[src/addtree_defines.svh]
// ********************
// adder tree constants
// widths, element count and pipeline timing
// ********************
`ifndef ADDTREE_DEFINES_SVH
`define ADDTREE_DEFINES_SVH

// element and lane width
`define ELEM_W 16

// elements per input vector
// an odd count leaves one element for the bypass path
`define N_ELEM 25

// pipeline depth of one two-lane adder
`define ADD_LAT 2

// input valid to output valid of one layer
`define LAYER_LAT (`ADD_LAT + 3)

// odd element skips layers 0 and 1
`define ODD_DELAY (2 * `LAYER_LAT)

// strobes may not come closer than one layer latency
`define MIN_GAP `LAYER_LAT

`endif

[src/addtree_pkg.sv]
// ********************
// adder tree types
// element, packed lane pair and input vector
// ********************
`include "addtree_defines.svh"

package addtree_pkg;

    // one unsigned element
    typedef logic [`ELEM_W-1:0] elem_t;

    // two lanes sharing one 32-bit adder word
    // hi lane sits in the upper half, as on the packed DSP
    typedef struct packed {
        elem_t hi;
        elem_t lo;
    } pair_t;

    // full input vector
    // element 24 is the odd one that bypasses layers 0 and 1
    typedef elem_t [`N_ELEM-1:0] in_vec_t;

endpackage

[src/pair_adder.sv]
// ********************
// two-lane 16-bit adder
// lanes add separately with no carry between them
// ********************
`timescale 1ns/10ps
`include "addtree_defines.svh"

module pair_adder (
    input  logic                clk,
    input  logic                en,
    input  addtree_pkg::pair_t  a,
    input  addtree_pkg::pair_t  b,
    output addtree_pkg::pair_t  sum
);
    import addtree_pkg::*;

    // adder pipeline
    // stage 0 holds the raw lane sums
    pair_t pipe [`ADD_LAT];

    // ********************
    // lane sums
    // ********************

    // en acts like the DSP clock enable and stalls the whole pipe
    always_ff @(posedge clk) begin
        if (en) begin
            // each lane wraps modulo 2^16 on its own
            pipe[0].lo <= a.lo + b.lo;
            pipe[0].hi <= a.hi + b.hi;
            for (int k = 1; k < `ADD_LAT; k++) begin
                pipe[k] <= pipe[k-1];
            end
        end
    end

    // last stage is the adder result
    assign sum = pipe[`ADD_LAT-1];

endmodule

[src/tree_layer.sv]
// ********************
// one adder tree layer
// adder array, busy shift control and held result
// ********************
`timescale 1ns/10ps
`include "addtree_defines.svh"

module tree_layer #(
    parameter int N_ADD = 1
) (
    input  logic                            clk,
    input  logic                            rst,
    input  logic                            in_valid,
    input  addtree_pkg::pair_t [N_ADD-1:0]  in_a,
    input  addtree_pkg::pair_t [N_ADD-1:0]  in_b,
    output logic                            out_valid,
    output addtree_pkg::pair_t [N_ADD-1:0]  out_sum
);
    import addtree_pkg::*;

    // enable window plus one strobe bit
    localparam int BUSY_W = `LAYER_LAT - 1;

    logic [BUSY_W-1:0]  busy;
    logic               adder_en;
    logic               res_strobe;
    pair_t [N_ADD-1:0]  add_sum;

    // ********************
    // busy control
    // ********************

    // a 1 enters on the cycle after in_valid and walks up one bit per cycle
    always_ff @(posedge clk) begin
        if (!rst) begin
            busy <= '0;
        end else begin
            busy <= {busy[BUSY_W-2:0], in_valid};
        end
    end

    // adders run for ADD_LAT+1 cycles
    // one more than the latency so the sum settles before capture
    assign adder_en = |busy[`ADD_LAT:0];

    // top bit marks the cycle the sum is taken
    assign res_strobe = busy[`ADD_LAT+1];

    // ********************
    // adder array
    // ********************

    for (genvar i = 0; i < N_ADD; i++) begin : g_add
        pair_adder u_add (
            .clk (clk),
            .en  (adder_en),
            .a   (in_a[i]),
            .b   (in_b[i]),
            .sum (add_sum[i])
        );
    end

    // ********************
    // held result
    // ********************

    // result stays put until the next vector reaches this layer
    // next layer reads it as a stable operand
    always_ff @(posedge clk) begin
        if (!rst) begin
            out_valid <= 1'b0;
            out_sum   <= '0;
        end else begin
            out_valid <= res_strobe;
            if (res_strobe) begin
                out_sum <= add_sum;
            end
        end
    end

    // upstream spacing must keep vectors from overlapping in one layer
    a_no_overlap: assert property (
        @(posedge clk) disable iff (!rst)
        in_valid |-> (busy == '0)
    ) else $error("tree_layer: new vector while layer still busy");

endmodule

[src/operand_stage.sv]
// ********************
// operand stage
// captures the input vector and feeds layer 0 and the odd path
// ********************
`timescale 1ns/10ps
`include "addtree_defines.svh"

module operand_stage (
    input  logic                                    clk,
    input  logic                                    rst,
    input  logic                                    in_valid,
    input  addtree_pkg::in_vec_t                    in_data,
    output logic                                    l0_valid,
    output addtree_pkg::pair_t [`N_ELEM/2-1:0]      l0_words,
    output addtree_pkg::elem_t                      odd_elem
);
    import addtree_pkg::*;

    localparam int N_WORD = `N_ELEM / 2;

    // captured vector held until the next strobe
    in_vec_t vec_q;

    // odd element delay line
    elem_t odd_line [`ODD_DELAY];

    // ********************
    // input capture
    // ********************

    always_ff @(posedge clk) begin
        if (in_valid) begin
            vec_q <= in_data;
        end
    end

    // layer 0 sees the vector one cycle after the strobe
    always_ff @(posedge clk) begin
        if (!rst) begin
            l0_valid <= 1'b0;
        end else begin
            l0_valid <= in_valid;
        end
    end

    // pack neighbours into one adder word
    // even element in lo, odd element in hi
    always_comb begin
        for (int k = 0; k < N_WORD; k++) begin
            l0_words[k].lo = vec_q[2*k];
            l0_words[k].hi = vec_q[2*k+1];
        end
    end

    // ********************
    // odd element path
    // ********************

    // free running shift from the held vector
    // output lands on the cycle layer 1 hands its sums to layer 2
    always_ff @(posedge clk) begin
        odd_line[0] <= vec_q[`N_ELEM-1];
        for (int k = 1; k < `ODD_DELAY; k++) begin
            odd_line[k] <= odd_line[k-1];
        end
    end

    assign odd_elem = odd_line[`ODD_DELAY-1];

    // closer strobes would overrun the busy window of layer 0
    // and shift the odd element away before layer 2 uses it
    for (genvar k = 1; k < `MIN_GAP; k++) begin : g_gap_chk
        a_min_gap: assert property (
            @(posedge clk) disable iff (!rst)
            in_valid |-> !$past(in_valid, k)
        ) else $error("operand_stage: in_valid %0d cycles after previous strobe", k);
    end

endmodule

[src/adder_tree_25.sv]
// ********************
// 25-element pipelined adder tree
// sums 25 unsigned 16-bit elements modulo 2^16
// ********************
`timescale 1ns/10ps

module adder_tree_25 (
    input  logic                    clk,
    input  logic                    rst,
    input  logic                    in_valid,
    input  addtree_pkg::in_vec_t    in_data,
    output logic                    res_valid,
    output addtree_pkg::elem_t      res
);
    import addtree_pkg::*;

    // operand stage outputs
    logic       l0_valid;
    pair_t [11:0] l0_words;
    elem_t      odd_elem;

    // layer outputs with their valids and held sums
    logic       l0_out_valid;
    logic       l1_out_valid;
    logic       l2_out_valid;
    logic       l3_out_valid;
    pair_t [5:0] l0_sum;
    pair_t [2:0] l1_sum;
    pair_t [1:0] l2_sum;
    pair_t [0:0] l3_sum;
    pair_t [0:0] l4_sum;

    // operands built from several sources
    pair_t [1:0] l2_b;
    pair_t [0:0] fold_a;
    pair_t [0:0] fold_b;

    operand_stage u_ops (
        .clk      (clk),
        .rst      (rst),
        .in_valid (in_valid),
        .in_data  (in_data),
        .l0_valid (l0_valid),
        .l0_words (l0_words),
        .odd_elem (odd_elem)
    );

    // ********************
    // layers 0 and 1
    // ********************

    // word i plus word i+6
    tree_layer #(.N_ADD(6)) u_l0 (
        .clk       (clk),
        .rst       (rst),
        .in_valid  (l0_valid),
        .in_a      (l0_words[5:0]),
        .in_b      (l0_words[11:6]),
        .out_valid (l0_out_valid),
        .out_sum   (l0_sum)
    );

    // word i plus word i+3
    tree_layer #(.N_ADD(3)) u_l1 (
        .clk       (clk),
        .rst       (rst),
        .in_valid  (l0_out_valid),
        .in_a      (l0_sum[2:0]),
        .in_b      (l0_sum[5:3]),
        .out_valid (l1_out_valid),
        .out_sum   (l1_sum)
    );

    // ********************
    // layer 2 where the odd element joins
    // ********************

    assign l2_b[0] = l1_sum[2];
    // odd element rides alone in the lo lane
    assign l2_b[1] = '{hi: '0, lo: odd_elem};

    tree_layer #(.N_ADD(2)) u_l2 (
        .clk       (clk),
        .rst       (rst),
        .in_valid  (l1_out_valid),
        .in_a      (l1_sum[1:0]),
        .in_b      (l2_b),
        .out_valid (l2_out_valid),
        .out_sum   (l2_sum)
    );

    tree_layer #(.N_ADD(1)) u_l3 (
        .clk       (clk),
        .rst       (rst),
        .in_valid  (l2_out_valid),
        .in_a      (l2_sum[0:0]),
        .in_b      (l2_sum[1:1]),
        .out_valid (l3_out_valid),
        .out_sum   (l3_sum)
    );

    // ********************
    // final lane fold
    // ********************

    // both lanes moved to lo so the last add gives the full sum
    assign fold_a[0] = '{hi: '0, lo: l3_sum[0].lo};
    assign fold_b[0] = '{hi: '0, lo: l3_sum[0].hi};

    tree_layer #(.N_ADD(1)) u_l4 (
        .clk       (clk),
        .rst       (rst),
        .in_valid  (l3_out_valid),
        .in_a      (fold_a),
        .in_b      (fold_b),
        .out_valid (res_valid),
        .out_sum   (l4_sum)
    );

    // held in layer 4 until the next result
    assign res = l4_sum[0].lo;

endmodule

[config.mk]
export PLATFORM = sky130hd
export DESIGN_NAME = adder_tree_25
export DESIGN_NICKNAME = d
export VERILOG_FILES = /design/src/addtree_pkg.sv /design/src/pair_adder.sv /design/src/tree_layer.sv /design/src/operand_stage.sv /design/src/adder_tree_25.sv
export VERILOG_INCLUDE_DIRS = /design/src /design/src/src
export SDC_FILE = /design/constraint.sdc
export NUM_CORES = 2
export LEC_CHECK = 0
export BUFFER_PORTS_ARGS = -buffer_cell sky130_fd_sc_hd__buf_2
export CAP_MARGIN = 5
export CORE_ASPECT_RATIO = 1.1
export CORE_MARGIN = 5
export CORE_UTILIZATION = 40
export CTS_CLUSTER_DIAMETER = 200
export DETAILED_ROUTE_END_ITERATION = 7
export MAX_ROUTING_LAYER = met4
export PLACE_DENSITY = 0.63
export SETUP_SLACK_MARGIN = 0.4
export SLEW_MARGIN = 20
export SYNTH_ARGS = -nofsm -noshare
export SYNTH_HDL_FRONTEND = slang
export SYNTH_HIERARCHICAL = 1
export SYNTH_SLANG_ARGS = --single-unit
[constraint.sdc]
create_clock -name clk -period 9.4 [get_ports clk]
set_input_delay 0.47 -clock clk [delete_from_list [all_inputs] [get_ports clk]]
set_output_delay 0.47 -clock clk [all_outputs]
set_load 0.01 [all_outputs]
* After elaboration in Yosys (flattened, before gate mapping)
Memory sizes are Yosys's and may differ from the RTL's. A register that Yosys moved wholly into a read port is not among the register bits.
Cells that the tools add are included.
** Operators by class
- Muxes and demuxes :: 10
- Reductions and logical operators :: 18
- Add/sub/neg operators :: 24
** Operators with widths (count)
- $add A16 B16 Y16 :: 24
- $reduce_or A3 Y1 :: 5
- $logic_not A1 Y1 :: 13
- $mux W1 :: 10
** Word-level totals
- RAM bits :: 992
- Logic and storage cells :: 102
- Memories :: 14
- Output and inout bits :: 17
- Input port bits :: 403
- Register bits :: 426
** Memory list
- u_ops.odd_line :: words 10, width 16, rd ports 10, clocked after memory_dff 0, write ports 10, RTL line operand_stage.sv:25 : elem_t odd_line [`ODD_DELAY];
- u_l0.g_add[0].u_add.pipe :: words 2, width 32, rd ports 2, clocked after memory_dff 1, write ports 2, RTL line pair_adder.sv:19 : pair_t pipe [`ADD_LAT];
- u_l0.g_add[1].u_add.pipe :: words 2, width 32, rd ports 2, clocked after memory_dff 1, write ports 2, RTL line pair_adder.sv:19
- u_l0.g_add[2].u_add.pipe :: words 2, width 32, rd ports 2, clocked after memory_dff 1, write ports 2, RTL line pair_adder.sv:19
- u_l0.g_add[3].u_add.pipe :: words 2, width 32, rd ports 2, clocked after memory_dff 1, write ports 2, RTL line pair_adder.sv:19
- u_l0.g_add[4].u_add.pipe :: words 2, width 32, rd ports 2, clocked after memory_dff 1, write ports 2, RTL line pair_adder.sv:19
- +8 memories

* Longest topological paths before layout
- Depth in word-level cells :: 3
- Mapped depth :: 9
- Gate-level depth less buffers :: 8

* Cells and area by module
The synthesis kept the hierarchy.
** By module, submodules not included
- pair_adder (u_l1.g_add[1].u_add ...) :: cells an instance 289, area each 3633.5 um2, sequential area each 1921.8 um2, instances 6
- operand_stage :: cells an instance 946, area each 18123.6 um2, sequential area each 15234.6 um2, instances 1
- pair_adder (u_l0.g_add[0].u_add ...) :: cells an instance 265, area each 3452.1 um2, sequential area each 1921.8 um2, instances 4
- tree_layer (u_l0) :: cells an instance 631, area each 7561.0 um2, sequential area each 3943.8 um2, instances 1
- pair_adder (u_l0.g_add[1].u_add ...) :: cells an instance 283, area each 3509.6 um2, sequential area each 1921.8 um2, instances 2
- pair_adder (u_l1.g_add[0].u_add) :: cells an instance 315, area each 3806.2 um2, sequential area each 1921.8 um2, instances 1
- tree_layer (u_l1) :: cells an instance 321, area each 3776.1 um2, sequential area each 2021.9 um2, instances 1
- tree_layer (u_l3 ...) :: cells an instance 114, area each 1381.3 um2, sequential area each 740.7 um2, instances 2
- tree_layer (u_l2) :: cells an instance 217, area each 2602.5 um2, sequential area each 1381.3 um2, instances 1
- adder_tree_25 :: cells an instance 1, area each 3.8 um2, sequential area each 0.0 um2, instances 1

* Worst setup path before layout
No wires, ideal clock.
- Kind :: reg2reg
- Start point :: register u_l0.busy[0]
- End point :: memory u_l0/g_add[0].u_add/pipe[0][0] in the netlist's numbering, enable pin
- Data required time :: 8.629 ns
- Setup time :: 0.771 ns
- Stages on the path, launching flop included :: 2
- Path slack :: 0.149 ns
- Clock period less this slack :: 9.251 ns
- Path buffers :: 0
- Arrival time :: 8.480 ns
- Cells stage by stage :: dfxtp_1 > or3_1
** RTL lines
- from (decl) :: RTL line tree_layer.sv:24 : logic [BUSY_W-1:0] busy;
- from (signal assigned) :: RTL line tree_layer.sv:38 : busy <= {busy[BUSY_W-2:0], in_valid};
- to (decl) :: RTL line pair_adder.sv:19

==> impl_metrics.env <==
export IMPL_maxSlewHeadroom_pct=28.2
export IMPL_grt_overflow=0
export IMPL_finalPower_mw=17.5
export IMPL_clkSlewWorstSetupHoldPaths_ns=0.06
export IMPL_vias=41227
export IMPL_finalCritPeriodShare_pct=31.6
export IMPL_status="finished clean"
export IMPL_tns_ns=0
export IMPL_yosysWarnings=6
export IMPL_io_buffers=419
export IMPL_dr_pass1_iters=5
export IMPL_chipHeight_um=476
export IMPL_rrSetupSlack_ns=6.43
export IMPL_powerDensity_nw_per_um2=200
export IMPL_hold_viol=0
export IMPL_cts_tree="done"
export IMPL_worst_slack_ns=6.43
export IMPL_start_util_pct=40.1
export IMPL_cts_sinks=1786
export IMPL_boundaryPins=420
export IMPL_worstHoldStart="in_valid"
export IMPL_stdcell_count=8705
export IMPL_clock_root_buffer="clkbuf_16"
export IMPL_setup_viol=0
export IMPL_final_cell_mix="edfxtp_1, dfxtp_1, nor2b_1"
export IMPL_holdPathEnd="u_ops/l0_words[364]"
export IMPL_grt_setup_unrepaired="no"
export IMPL_p_leak_nw=32.6
export IMPL_coreArea_um2=197000
export IMPL_start_kind="flop"
export IMPL_crit_type="flop to flop"
export IMPL_antenna_found_initial=5
export IMPL_grt_pass1_wl_um=226000
export IMPL_cts_buffer_depth=3
export IMPL_r2r_end="u_l0/g_add[1].u_add/pipe[0][28]"
export IMPL_slew_violations=0
export IMPL_min_period_ns=2.97
export IMPL_synth_avg_cell_area_um2=13.5
export IMPL_syn_inst=5822
export IMPL_crit_arrival_ns=3.50
export IMPL_fmax_mhz=337
export IMPL_max_cap_viol_count=0
export IMPL_whs_path_depth=1
export IMPL_finalClockSkew_ns=0.0330
export IMPL_numCtsBuffers=181
export IMPL_fin_nets=6755
export IMPL_min_path_type="input pin to flop"
export IMPL_layout_commonest_cell="edfxtp_1"
export IMPL_syn_to_final_growth_pct=11.3
export IMPL_route_detailed_drc=0
export IMPL_rr_startpoint="u_ops/l0_words[48]"
export IMPL_place_inst=7963
export IMPL_crit_required_ns=9.93
export IMPL_r2r_cells=8
export IMPL_final_design_area_no_fill_um2=87800
export IMPL_worstSkewPairLatency_ns=0.81
export IMPL_cts_repair_resized=0
export IMPL_drt_wl_total_um=143000
export IMPL_fp_dieArea_um2=206000
export IMPL_cp_end_kind="flop"
export IMPL_die_w_um=433
export IMPL_vdd_drop_max_uv=177
export IMPL_vias_per_cell=4.74
export IMPL_grt_usage_pct=14.1
export IMPL_detail_route_wl_per_cell_um=16.5
export IMPL_dp_slack_ns=6.47
export IMPL_cts_htree_levels=4
export IMPL_drive_above_1_share_pct=13.5
export IMPL_rows=171
export IMPL_critPathMaxFanout=4
export IMPL_gp_congestion=0.855
export IMPL_synthesis_area_um2=78800
export IMPL_first_global_vias=41483
export IMPL_worst_pin_slew_ns=1.08
export IMPL_place_hpwl_um=96600
export IMPL_postRouteAntennaNets=0
export IMPL_grt_max_degree=229
export IMPL_initialDrtViolationCount=2109
export IMPL_dpl_cell_area_um2=77500
timing repair:
action / 4_1_cts / 5_1_grt
endpoints found under the hold margin: 400 / 0
hold buffers: 400 / 0
setup endpoints to repair: 0 / 0
buffers inserted: 0 / 0
sequential cells by signal, indices dropped and copies added, names as in the netlist, 4 cells and up:
| register | flops |
|---|---|
| u_l3/g_add.u_add/pipe | 64 |
| u_ops/l0_words | 384 |
| u_l1/busy | 4 |
| u_l0/busy | 4 |
| u_l3/out_sum | 32 |
| u_l1/g_add.u_add/pipe | 192 |
| u_l0/g_add.u_add/pipe | 384 |
| u_l3/busy | 4 |
| u_l1/out_sum | 96 |
| u_l4/out_sum | 16 |
| u_l4/g_add.u_add/pipe | 32 |
| u_ops/vec_q | 16 |
| u_ops/odd_line | 160 |
| u_l4/busy | 4 |
| u_l0/out_sum | 192 |
| u_l2/g_add.u_add/pipe | 128 |
| u_l2/busy | 4 |
| u_l2/out_sum | 64 |
how the worst max path moves through the flow:
stage	from	endpoint	slack (ns)	cells past startpoint
final	u_ops/l0_words[48]	u_l0/g_add[1].u_add/pipe[0][28]	6.43	8
after global routing	u_ops/l0_words[48]	u_l0/g_add[1].u_add/pipe[0][28]	6.27	8
after CTS	u_ops/l0_words[48]	u_l0/g_add[1].u_add/pipe[0][28]	6.43	8
after detailed placement	u_ops/l0_words[48]	u_l0/g_add[1].u_add/pipe[0][28]	6.47	8
after global placement	u_ops/l0_words[48]	u_l0/g_add[1].u_add/pipe[0][28]	6.56	8
after floorplan	u_l0/busy[1]	u_l0/g_add[0].u_add/pipe[0][0]	4.10	1
worst max-delay path, stage by stage (launching register included):
cell and delay, ns:
edfxtp_1 0.37, ha_1 0.24, fa_1 0.41, a21oi_1 0.22, o21ai_0 0.13, a21oi_1 0.32
a21boi_1 0.22, and4b_1 0.25, or4_1 0.53
routing by layer:
| metal | vias up | global-route usage, % | part of all wire, % |
|---|---|---|---|
| met3 | 264 | 2.29 | 3.9 |
| met5 | - | - | 0 |
| met2 | 843 | 22.4 | 47 |
| met1 | 19487 | 18.4 | 46 |
| met4 | 0 | 4.82 | 3.0 |
| li1 | 20633 | - | - |
metrics by stage:
step	hold slack, ns	util (%)
final	0.0966	44.6
after global routing	0.0510	44.6
after global placement	0.310	39.4
after detailed placement	0.312	39.4
after floorplan	0.310	-
after CTS	0.00875	44.6
report_power, final:
group / internal (mW) / total (mW) / switching [mW]
combinational: 0.605 / 1.30 / 0.695
clock: 4.30 / 7.31 / 3.01
sequential: 8.81 / 8.93 / 0.121
total: 13.7 / 17.5 / 3.83
final cells by class:
class / count / area, um2
tap: 2595 / 3250
timing repair buffer: 838 / 6330
multi-input combinational: 3092 / 24000
clock buffer: 254 / 5230
clock inverter: 84 / 963
sequential: 1786 / 47800
antenna: 3 / 7.51
fill: 17264 / 109000
inverter: 53 / 199
Power figures use the tool's default switching activity.
